File: config.mk
export PLATFORM = sky130hd
export DESIGN_NAME = core_backend_top
export DESIGN_NICKNAME = d
export VERILOG_FILES = /design/src/design/core_pkg.sv /design/src/design/wb_bus_if.sv /design/src/design/csr_write_if.sv /design/src/design/mem_result_stage.sv /design/src/design/writeback_stage.sv /design/src/design/int_regfile.sv /design/src/design/csr_file.sv /design/src/design/core_backend_top.sv
export SDC_FILE = /design/constraint.sdc
export NUM_CORES = 2
export LEC_CHECK = 0
export BUFFER_PORTS_ARGS = -buffer_cell sky130_fd_sc_hd__buf_2
export CORE_UTILIZATION = 58
export CTS_BUF_LIST = sky130_fd_sc_hd__clkbuf_2
export CTS_CLUSTER_DIAMETER = 80
export DETAILED_ROUTE_END_ITERATION = 6
export PLACE_DENSITY = 0.82
export SLEW_MARGIN = 20
export SYNTH_ARGS = -nofsm -noshare
export SYNTH_HDL_FRONTEND = slang
export SYNTH_HIERARCHICAL = 1
export SYNTH_SLANG_ARGS = --single-unit
File: constraint.sdc
create_clock -name clock -period 1.7 [get_ports clock]
set_input_delay 0.085 -clock clock [delete_from_list [all_inputs] [get_ports clock]]
set_output_delay 0.085 -clock clock [all_outputs]
set_load 0.01 [all_outputs]
File: src/design/core_pkg.sv
package core_pkg;

    // width of an integer register index
    localparam int REG_ADDR_W = 5;

    // width of a CSR address
    localparam int CSR_ADDR_W = 12;

    // machine CSR addresses
    localparam logic [CSR_ADDR_W-1:0] CSR_MSTATUS = 12'h300;
    localparam logic [CSR_ADDR_W-1:0] CSR_MTVEC   = 12'h305;
    localparam logic [CSR_ADDR_W-1:0] CSR_MEPC    = 12'h341;
    localparam logic [CSR_ADDR_W-1:0] CSR_MCAUSE  = 12'h342;

    // memory operation of an item
    typedef enum logic [2:0] {
        LOAD_NONE = 3'd0,
        LOAD_LB   = 3'd1,
        LOAD_LBU  = 3'd2,
        LOAD_LH   = 3'd3,
        LOAD_LHU  = 3'd4,
        LOAD_LW   = 3'd5
    } load_op_t;

    // CSR action of an item
    typedef enum logic [2:0] {
        CSR_NONE  = 3'd0,
        CSR_WRITE = 3'd1,
        CSR_SET   = 3'd2,
        CSR_CLEAR = 3'd3,
        CSR_ECALL = 3'd4
    } csr_op_t;

endpackage

File: src/design/wb_bus_if.sv
`timescale 1ns/1ps

interface wb_bus_if
    import core_pkg::*;
#(
    parameter int DATA_LEN = 32
) ();

    // single-cycle strobe, all other fields qualified by it
    logic                  valid;
    logic                  wd;
    logic [REG_ADDR_W-1:0] wreg;
    logic [DATA_LEN-1:0]   wdata;
    csr_op_t               csr_op;
    logic [CSR_ADDR_W-1:0] csr_addr;
    logic [DATA_LEN-1:0]   csr_wdata;
    logic [DATA_LEN-1:0]   csr_mcause;
    logic                  ebreak;
    logic                  fencei;

    modport producer (
        output valid, wd, wreg, wdata,
        output csr_op, csr_addr, csr_wdata, csr_mcause,
        output ebreak, fencei
    );

    modport consumer (
        input valid, wd, wreg, wdata,
        input csr_op, csr_addr, csr_wdata, csr_mcause,
        input ebreak, fencei
    );

endinterface

File: src/design/csr_write_if.sv
`timescale 1ns/1ps

interface csr_write_if
    import core_pkg::*;
#(
    parameter int DATA_LEN = 32
) ();

    // any op other than CSR_NONE is a request for the next edge
    csr_op_t               op;
    logic [CSR_ADDR_W-1:0] addr;
    logic [DATA_LEN-1:0]   wdata;
    logic [DATA_LEN-1:0]   mcause;

    modport requester (
        output op, addr, wdata, mcause
    );

    modport responder (
        input op, addr, wdata, mcause
    );

endinterface

File: src/design/mem_result_stage.sv
`timescale 1ns/1ps

module mem_result_stage
    import core_pkg::*;
#(
    parameter int DATA_LEN = 32
) (
    input  logic                  clock,
    input  logic                  reset,
    input  logic                  valid_i,
    input  logic                  wd_i,
    input  logic [REG_ADDR_W-1:0] wreg_i,
    input  logic [DATA_LEN-1:0]   alu_result_i,
    input  load_op_t              load_op_i,
    input  logic [DATA_LEN-1:0]   mem_rdata_i,
    input  csr_op_t               csr_op_i,
    input  logic [CSR_ADDR_W-1:0] csr_addr_i,
    input  logic [DATA_LEN-1:0]   csr_wdata_i,
    input  logic [DATA_LEN-1:0]   csr_mcause_i,
    input  logic                  ebreak_i,
    input  logic                  fencei_i,
    wb_bus_if.producer            wb_o
);

    logic [7:0]          load_byte;
    logic [15:0]         load_half;
    logic [DATA_LEN-1:0] result;

    // lane select from the low address bits
    assign load_byte = mem_rdata_i[{alu_result_i[1:0], 3'b000} +: 8];
    assign load_half = mem_rdata_i[{alu_result_i[1], 4'b0000} +: 16];

    always_comb begin
        case (load_op_i)
            LOAD_LB:  result = {{(DATA_LEN-8){load_byte[7]}}, load_byte};
            LOAD_LBU: result = {{(DATA_LEN-8){1'b0}}, load_byte};
            LOAD_LH:  result = {{(DATA_LEN-16){load_half[15]}}, load_half};
            LOAD_LHU: result = {{(DATA_LEN-16){1'b0}}, load_half};
            LOAD_LW:  result = mem_rdata_i;
            // not a load, alu result goes through
            default:  result = alu_result_i;
        endcase
    end

    always_ff @(posedge clock) begin
        if (reset) begin
            wb_o.valid <= 1'b0;
        end else begin
            wb_o.valid <= valid_i;
        end
    end

    // payload, only meaningful alongside valid
    always_ff @(posedge clock) begin
        wb_o.wd         <= wd_i;
        wb_o.wreg       <= wreg_i;
        wb_o.wdata      <= result;
        wb_o.csr_op     <= csr_op_i;
        wb_o.csr_addr   <= csr_addr_i;
        wb_o.csr_wdata  <= csr_wdata_i;
        wb_o.csr_mcause <= csr_mcause_i;
        wb_o.ebreak     <= ebreak_i;
        wb_o.fencei     <= fencei_i;
    end

    // misaligned loads are trapped upstream and never reach this stage
    a_half_aligned: assert property (
        @(posedge clock) disable iff (reset)
        (valid_i && (load_op_i inside {LOAD_LH, LOAD_LHU})) |-> !alu_result_i[0]
    ) else $error("halfword load at odd address %h", alu_result_i);

    a_word_aligned: assert property (
        @(posedge clock) disable iff (reset)
        (valid_i && load_op_i == LOAD_LW) |-> (alu_result_i[1:0] == 2'b00)
    ) else $error("word load at unaligned address %h", alu_result_i);

endmodule

File: src/design/writeback_stage.sv
`timescale 1ns/1ps

module writeback_stage
    import core_pkg::*;
#(
    parameter int DATA_LEN = 32
) (
    input  logic                  clock,
    input  logic                  reset,
    wb_bus_if.consumer            wb_i,
    output logic                  rf_we_o,
    output logic [REG_ADDR_W-1:0] rf_waddr_o,
    output logic [DATA_LEN-1:0]   rf_wdata_o,
    csr_write_if.requester        csr_o,
    output logic                  flush_o,
    output logic                  halt_o
);

    // control, masked with valid
    always_ff @(posedge clock) begin
        if (reset) begin
            rf_we_o  <= 1'b0;
            csr_o.op <= CSR_NONE;
            flush_o  <= 1'b0;
            halt_o   <= 1'b0;
        end else begin
            // x0 writes dropped here
            rf_we_o  <= wb_i.valid & wb_i.wd & (wb_i.wreg != '0);
            csr_o.op <= wb_i.valid ? wb_i.csr_op : CSR_NONE;
            // one-cycle pulse toward fetch
            flush_o  <= wb_i.valid & wb_i.fencei;
            // sticky until reset
            halt_o   <= halt_o | (wb_i.valid & wb_i.ebreak);
        end
    end

    always_ff @(posedge clock) begin
        rf_waddr_o   <= wb_i.wreg;
        rf_wdata_o   <= wb_i.wdata;
        csr_o.addr   <= wb_i.csr_addr;
        csr_o.wdata  <= wb_i.csr_wdata;
        csr_o.mcause <= wb_i.csr_mcause;
    end

    // the regfile also ignores x0, but nothing should ever ask for it
    a_no_x0_write: assert property (
        @(posedge clock) disable iff (reset)
        rf_we_o |-> (rf_waddr_o != '0)
    ) else $error("register write enabled with x0 as target");

endmodule

File: src/design/int_regfile.sv
`timescale 1ns/1ps

module int_regfile
    import core_pkg::*;
#(
    parameter int DATA_LEN = 32
) (
    input  logic                  clock,
    input  logic                  reset,
    input  logic                  we_i,
    input  logic [REG_ADDR_W-1:0] waddr_i,
    input  logic [DATA_LEN-1:0]   wdata_i,
    input  logic [REG_ADDR_W-1:0] raddr_i,
    output logic [DATA_LEN-1:0]   rdata_o
);

    localparam int NUM_REGS = 2 ** REG_ADDR_W;

    // x1..x31, x0 has no storage
    logic [DATA_LEN-1:0] regs [1:NUM_REGS-1];

    always_ff @(posedge clock) begin
        if (reset) begin
            for (int i = 1; i < NUM_REGS; i++) begin
                regs[i] <= '0;
            end
        end else if (we_i && waddr_i != '0) begin
            regs[waddr_i] <= wdata_i;
        end
    end

    // combinational read
    always_comb begin
        if (raddr_i == '0) begin
            rdata_o = '0;
        end else begin
            rdata_o = regs[raddr_i];
        end
    end

endmodule

File: src/design/csr_file.sv
`timescale 1ns/1ps

module csr_file
    import core_pkg::*;
#(
    parameter int DATA_LEN = 32
) (
    input  logic                  clock,
    input  logic                  reset,
    csr_write_if.responder        csr_i,
    input  logic [CSR_ADDR_W-1:0] raddr_i,
    output logic [DATA_LEN-1:0]   rdata_o
);

    logic [DATA_LEN-1:0] mstatus;
    logic [DATA_LEN-1:0] mtvec;
    logic [DATA_LEN-1:0] mepc;
    logic [DATA_LEN-1:0] mcause;
    logic [DATA_LEN-1:0] cur_value;
    logic [DATA_LEN-1:0] new_value;

    // current value of the CSR being written
    always_comb begin
        case (csr_i.addr)
            CSR_MSTATUS: cur_value = mstatus;
            CSR_MTVEC:   cur_value = mtvec;
            CSR_MEPC:    cur_value = mepc;
            CSR_MCAUSE:  cur_value = mcause;
            default:     cur_value = '0;
        endcase
    end

    always_comb begin
        case (csr_i.op)
            CSR_WRITE: new_value = csr_i.wdata;
            CSR_SET:   new_value = cur_value | csr_i.wdata;
            CSR_CLEAR: new_value = cur_value & ~csr_i.wdata;
            default:   new_value = cur_value;
        endcase
    end

    always_ff @(posedge clock) begin
        if (reset) begin
            mstatus <= '0;
            mtvec   <= '0;
            mepc    <= '0;
            mcause  <= '0;
        end else if (csr_i.op == CSR_ECALL) begin
            // cause comes with the request, address unused
            mcause <= csr_i.mcause;
        end else if (csr_i.op != CSR_NONE) begin
            case (csr_i.addr)
                CSR_MSTATUS: mstatus <= new_value;
                CSR_MTVEC:   mtvec   <= new_value;
                CSR_MEPC:    mepc    <= new_value;
                CSR_MCAUSE:  mcause  <= new_value;
                // unknown address is ignored
                default: ;
            endcase
        end
    end

    // read port, unknown addresses read zero
    always_comb begin
        case (raddr_i)
            CSR_MSTATUS: rdata_o = mstatus;
            CSR_MTVEC:   rdata_o = mtvec;
            CSR_MEPC:    rdata_o = mepc;
            CSR_MCAUSE:  rdata_o = mcause;
            default:     rdata_o = '0;
        endcase
    end

    // op originates from the execute stage encoding, two stages back
    a_op_defined: assert property (
        @(posedge clock) disable iff (reset)
        (csr_i.op != CSR_NONE) |->
            (csr_i.op inside {CSR_WRITE, CSR_SET, CSR_CLEAR, CSR_ECALL})
    ) else $error("undefined CSR op %0d", csr_i.op);

endmodule

File: src/design/core_backend_top.sv
`timescale 1ns/1ps

module core_backend_top
    import core_pkg::*;
#(
    parameter int DATA_LEN = 32
) (
    input  logic                  clock,
    input  logic                  reset,
    input  logic                  valid_i,
    input  logic                  wd_i,
    input  logic [REG_ADDR_W-1:0] wreg_i,
    input  logic [DATA_LEN-1:0]   alu_result_i,
    input  load_op_t              load_op_i,
    input  logic [DATA_LEN-1:0]   mem_rdata_i,
    input  csr_op_t               csr_op_i,
    input  logic [CSR_ADDR_W-1:0] csr_addr_i,
    input  logic [DATA_LEN-1:0]   csr_wdata_i,
    input  logic [DATA_LEN-1:0]   csr_mcause_i,
    input  logic                  ebreak_i,
    input  logic                  fencei_i,
    input  logic [REG_ADDR_W-1:0] rs_addr_i,
    output logic [DATA_LEN-1:0]   rs_data_o,
    input  logic [CSR_ADDR_W-1:0] csr_raddr_i,
    output logic [DATA_LEN-1:0]   csr_rdata_o,
    output logic                  flush_o,
    output logic                  halt_o
);

    logic                  rf_we;
    logic [REG_ADDR_W-1:0] rf_waddr;
    logic [DATA_LEN-1:0]   rf_wdata;

    wb_bus_if #(.DATA_LEN(DATA_LEN)) wb_bus ();
    csr_write_if #(.DATA_LEN(DATA_LEN)) csr_bus ();

    // memory-result stage, first register
    mem_result_stage #(.DATA_LEN(DATA_LEN)) i_mem_result_stage (
        .clock        (clock),
        .reset        (reset),
        .valid_i      (valid_i),
        .wd_i         (wd_i),
        .wreg_i       (wreg_i),
        .alu_result_i (alu_result_i),
        .load_op_i    (load_op_i),
        .mem_rdata_i  (mem_rdata_i),
        .csr_op_i     (csr_op_i),
        .csr_addr_i   (csr_addr_i),
        .csr_wdata_i  (csr_wdata_i),
        .csr_mcause_i (csr_mcause_i),
        .ebreak_i     (ebreak_i),
        .fencei_i     (fencei_i),
        .wb_o         (wb_bus.producer)
    );

    // writeback stage, second register
    writeback_stage #(.DATA_LEN(DATA_LEN)) i_writeback_stage (
        .clock      (clock),
        .reset      (reset),
        .wb_i       (wb_bus.consumer),
        .rf_we_o    (rf_we),
        .rf_waddr_o (rf_waddr),
        .rf_wdata_o (rf_wdata),
        .csr_o      (csr_bus.requester),
        .flush_o    (flush_o),
        .halt_o     (halt_o)
    );

    int_regfile #(.DATA_LEN(DATA_LEN)) i_int_regfile (
        .clock   (clock),
        .reset   (reset),
        .we_i    (rf_we),
        .waddr_i (rf_waddr),
        .wdata_i (rf_wdata),
        .raddr_i (rs_addr_i),
        .rdata_o (rs_data_o)
    );

    csr_file #(.DATA_LEN(DATA_LEN)) i_csr_file (
        .clock   (clock),
        .reset   (reset),
        .csr_i   (csr_bus.responder),
        .raddr_i (csr_raddr_i),
        .rdata_o (csr_rdata_o)
    );

endmodule

==> results.py, run 1 <==
metrics = {
    "synth": {
        "synth_top_area_share_pct": 51.5,
        "synthMuxAreaShare_pct": 10.8,
        "ys_ff_latch": 1391,
        "async_reset_ff_share_pct": 0,
        "synth_edf_count": 1024,
        "syn_inst": 4232,
        "synthSimpleGateAreaFrac_pct": 14.1,
        "yosysWarningCount": 6,
        "synth_area_leaders": "edfxtp_1, dfxtp_1, and2_1",
        "syn_avg_cell_area_um2": 14.1,
        "synth-xor-area-share_pct": 0.0294,
        "ys_seq_area_share_pct": 63.8,
        "synthAdderAreaFrac_pct": 0,
        "syn_area_mm2": 0.0597,
        "synthFlopType": "edfxtp_1",
        "synth_compound_area_share_pct": 8.10,
        "synth_area_leader_cell": "edfxtp_1",
        "synth_top_family_by_area": "simple AND/OR/NAND/NOR gates",
        "yosysUniqueCellTypes": 74,
    },
    "outcome": {
        "outcome": "stopped before the end",
        "haltStage": "global routing",
        "firstError": "[ERROR GRT-0116] Global routing finished with congestion. Check the congestion regions in the DRC Viewer.",
    },
    "global_route": {
        "grt_max_degree": 57,
        "overflow": 112,
        "grt_util_all_layers_pct": 60.7,
        "grt_pass1_wl_mm": 440,
        "first_global_vias": 58300,
    },
    "clock_tree": {
        "cts_buffers": 354,
        "clock-sinks": 1391,
        "h-tree-depth": 5,
        "max-clock-path-buffers": 4,
        "root_buffer": "clkbuf_2",
    },
    "placement": {
        "gp_congestion": 0.900,
        "dp_hpwl_mm": 106,
        "portBuffers": 239,
        "place_ws_ps": -732,
    },
    "floorplanning": {
        "rows": 117,
        "start_util_pct": 58.6,
        "fp.dieW_um": 323,
        "fp.dieH_um": 323,
        "ios": 240,
    },
}
[kinds of logic after synthesis]
group                  count (synthesis)
multiplexers                         339
AND/OR/NAND/NOR                     1407
XOR/XNOR                               2
buffers and inverters                412
AO/OA/AOI/OAI                        680
flip-flops                          1391
other                                  1
[layer usage]
| metal | GRT overflow | global-route usage, % |
|---|---|---|
| met3 | 0 | 47.9 |
| met2 | 50 | 76.3 |
| met4 | 53 | 50.5 |
| met5 | 0 | 24.5 |
| met1 | 9 | 62.9 |
[synth_stat cells, drive strengths merged (10+ instances only)]
master   count
or3         13
o21a        30
clkbuf     290
buf        116
or2         36
edfxtp    1024
a21oi       81
and2      1003
mux2        33
nand3       10
a22oi      160
mux4       232
a31oi       34
nor2b       43
dfxtp      367
nor2       150
o221ai      28
a221oi      29
mux2i       74
o21ai      121
nand2       68
a2bb2oi     21
a311oi      32
a211oi     120
nor3        28
[through the flow]
stage	hold slack (ps)	utilization (%)	setup TNS (ps)	instances	instance area, um^2
after floorplan	113	-	-2640	4263	60000
after global placement	187	65.3	-39140	5964	66500
after detailed placement	189	65.3	-58050	5964	66500
after CTS	2.00	77.2	-166510	7230	78600
[what timing repair did]
action                                  4_1_cts
cloned                                       42
buffers inserted                            144
hold buffers                                496
endpoints found under the setup margin     1380
gates resized for setup                     521
pin swaps                                   170
endpoints found under the hold margin      2238
==> inputs of run 2 (changes only) <==
- CORE_UTILIZATION: 58 -> 40
- CTS_BUF_LIST: sky130_fd_sc_hd__clkbuf_2 -> default
- CTS_CLUSTER_DIAMETER: 80 -> default
- PLACE_DENSITY: 0.82 -> default
- PLACE_DENSITY_LB_ADDON: default -> 0.15
- clock period: 1.7 -> 2.2 ns (I/O delays scaled with it)
==> run 2 against run 1 <==
Net effect:
- the flow now finishes, with violations (negative setup slack)
- synthesized cell count did not move
- area after synthesis did not move
==> results.py, run 2 <==
metrics = {
    "placement": {
        "place_ws_ps": -403,
        "portBuffers": 239,
        "gp_congestion": 0.850,
        "dp_hpwl_mm": 111,
        "place_inst": 6410,
    },
    "layout": {
        "regMostFlops": "i_int_regfile/regs",
        "final_net_count": 5045,
        "final_layout_size_suffix_gt1_share_pct": 26.1,
        "mostFrequentLayoutCell": "edfxtp_1",
        "instances_no_fill": 6933,
        "mostFrequentLayoutCells": "edfxtp_1, and2_1, dfxtp_1, buf_4, dlygate4sd3_1",
        "largest_reg_flops": 1024,
        "seqCellArea_mm2": 0.0381,
        "multi_input_area_mm2": 0.0206,
        "n_fill_cell": 12500,
        "area_growth_syn_to_layout_pct": 23.7,
    },
    "route": {
        "num_vias": 38300,
        "first_pass_iters": 5,
        "routed.top_layer": "met5",
        "routed_wl_mm": 180,
        "vias_per_cell": 5.53,
        "route.detailed.drc": 0,
        "drtIter0Drc": 3480,
        "m1WireLength_mm": 80.0,
        "wl_met3_mm": 10.9,
        "wl_met2_mm": 84.9,
        "drtAntennaViolNets": 0,
        "routedWlPerCell_um": 25.9,
    },
    "power_and_ir_drop": {
        "vdd_ir_drop_max_uv": 677,
        "power_density_mw_per_mm2": 818,
        "p_total_w": 0.0603,
        "leakagePower_nw": 27.8,
    },
    "hold_path": {
        "min_path_type": "input port to register",
    },
    "synth": {
        "synth_commonest_cells": "edfxtp_1, and2_1, dfxtp_1",
        "yosys.cell_count.top_type": "edfxtp_1",
        "synth_edf_count": 1024,
        "yosysUniqueCellTypes": 74,
        "synth_area_leaders": "edfxtp_1, dfxtp_1, and2_1",
        "ys_seq_area_share_pct": 63.8,
        "ys_ff_latch": 1391,
        "synthFlopType": "edfxtp_1",
        "syn_area_mm2": 0.0597,
        "synth_top_area_share_pct": 51.5,
        "async_reset_ff_share_pct": 0,
        "yosysWarningCount": 6,
        "syn_inst": 4232,
        "synth_area_leader_cell": "edfxtp_1",
        "syn_avg_cell_area_um2": 14.1,
    },
    "global_route": {
        "grt_pass1_wl_mm": 264,
        "first_global_vias": 38700,
        "antenna_found_initial": 5,
        "grt_max_degree": 71,
        "grt_util_all_layers_pct": 23.6,
        "overflow": 0,
    },
    "clock_tree": {
        "root_buffer": "clkbuf_16",
        "h-tree-depth": 4,
        "cts.clk_slew.worst_paths_ps": 60,
        "max-clock-path-buffers": 3,
        "cts_tree": "built",
        "insertion_delay_ps": 780,
        "clock-sinks": 1391,
        "cts_buffers": 155,
    },
    "sta": {
        "grt_setup_unrepaired": "yes",
        "finalSetupViolCount": 32,
        "fin_crit_sh_pct": 121,
        "max_freq_mhz": 377,
        "slew_viol_final": 0,
        "tightest_slew_ps": 1070,
        "fin_hold_ws_ps": 134,
        "fin_crit_ps": 2650,
        "hold_viol_final": 0,
        "layout_setup_ws_ps": -452,
        "fin_setup_tns_ps": -10750,
        "skew_ps": 25.3,
        "relSlewSlack_pct": 28.8,
    },
    "setup_path": {
        "cp_cell_sequence": "mux4_2 -> mux2_4 -> o21ai_4 -> a311oi_1 -> buf_4 -> buf_2",
        "criticalPathCategory": "register to primary output",
        "regToRegSetupSlack_ps": 50,
        "slowest_stage": "mux4_2",
        "startpoint_type": "register",
        "critPathMaxFanout": 1,
        "max_stage_delay_ps": 470,
        "worst_setup_path_end_kind": "primary output",
        "arrival_ps": 2540,
        "cp.required_ps": 2090,
    },
    "floorplanning": {
        "fp.dieH_um": 388,
        "start_util_pct": 40.4,
        "dieArea_mm2": 0.151,
        "ios": 240,
        "fp.dieW_um": 388,
        "coreArea_mm2": 0.148,
        "rows": 141,
    },
    "run": {
        "drv_cap": 0,
    },
    "outcome": {
        "violations": "negative setup slack",
        "outcome": "finished with violations",
    },
}
-- run 2: cell counts after synthesis --
No cell type changed its count.
-- run 2: where the power goes --
| group | total, W | switching, W | internal, W |
|---|---|---|---|
| combinational | 0.00516 | 0.00303 | 0.00214 |
| clock | 0.0259 | 0.0109 | 0.0150 |
| sequential | 0.0293 | 0.000357 | 0.0289 |
| total | 0.0603 | 0.0143 | 0.0460 |
-- run 2: path summary, 6_finish.rpt --
check / start / cells past startpoint / endpoint
worst min register to register: i_mem_result_stage/wb_o.wdata[0]$_DFF_P_ / 0 / i_writeback_stage/rf_wdata_o[0]$_DFF_P_
worst max register to register: i_writeback_stage/rf_waddr_o[2]$_DFF_P_ / 4 / i_int_regfile/regs[4][5]$_SDFFCE_PN0P_
worst min-delay path: reset / 3 / i_csr_file/mcause[0]$_SDFFE_PP0P_
worst max-delay path: i_int_regfile/regs[15][31]$_SDFFCE_PN0P_ / 6 / rs_data_o[31]
-- run 2: worst max-delay path, delay by kind of cell, from the launching register on --
family                 cells  cell delay (ps)
AOI/OAI and AO/OA          2              260
buffers and inverters      2              320
DFF                        1              380
muxes                      2              790
-- run 2: stage by stage --
stage	cell area, um^2	utilization (%)
final	73800	49.9
after global routing	73800	49.9
after CTS	73700	49.8
after detailed placement	65700	44.4
after global placement	65700	44.4
after floorplan	59800	-
-- run 2: what timing repair did --
action | in CTS | in global routing
buffers inserted | 0 | 1
resized for setup | 143 | 26
hold buffers | 243 | 0
pin swaps | 34 | 8
endpoints found under the setup margin | 32 | 34
endpoints found under the hold margin | 129 | 0
-- run 2: cell type report --
| cell class | instances | share of cell area, % |
|---|---|---|
| Timing Repair Buffer | 857 | 10.3 |
| Tap cell | 1930 | 3.27 |
| Inverter | 6 | 0.0322 |
| Multi-Input combinational cell | 2460 | 27.8 |
| Sequential cell | 1391 | 51.6 |
| Clock buffer | 193 | 5.70 |
| Clock inverter | 92 | 1.20 |
| Antenna cell | 4 | 0.0136 |
-- run 2: layer usage --
metal  global-route usage (%)  up-vias
li1                         -    17000
met1                     33.5    19700
met2                     38.0     1331
met3                     3.80      233
met4                     5.56        2
met5                        0        -
-- run 2: kinds of logic after synthesis --
family / Yosys count / synth area share, %
XOR/XNOR: 2 / 0.0294
AND/OR/NAND/NOR: 1407 / 14.1
multiplexers: 339 / 10.8
flip-flops: 1391 / 63.8
other: 1 / 0.00628
buffers and inverters: 412 / 3.17
AO/OA/AOI/OAI: 680 / 8.10
Power figures use the tool's default switching activity.
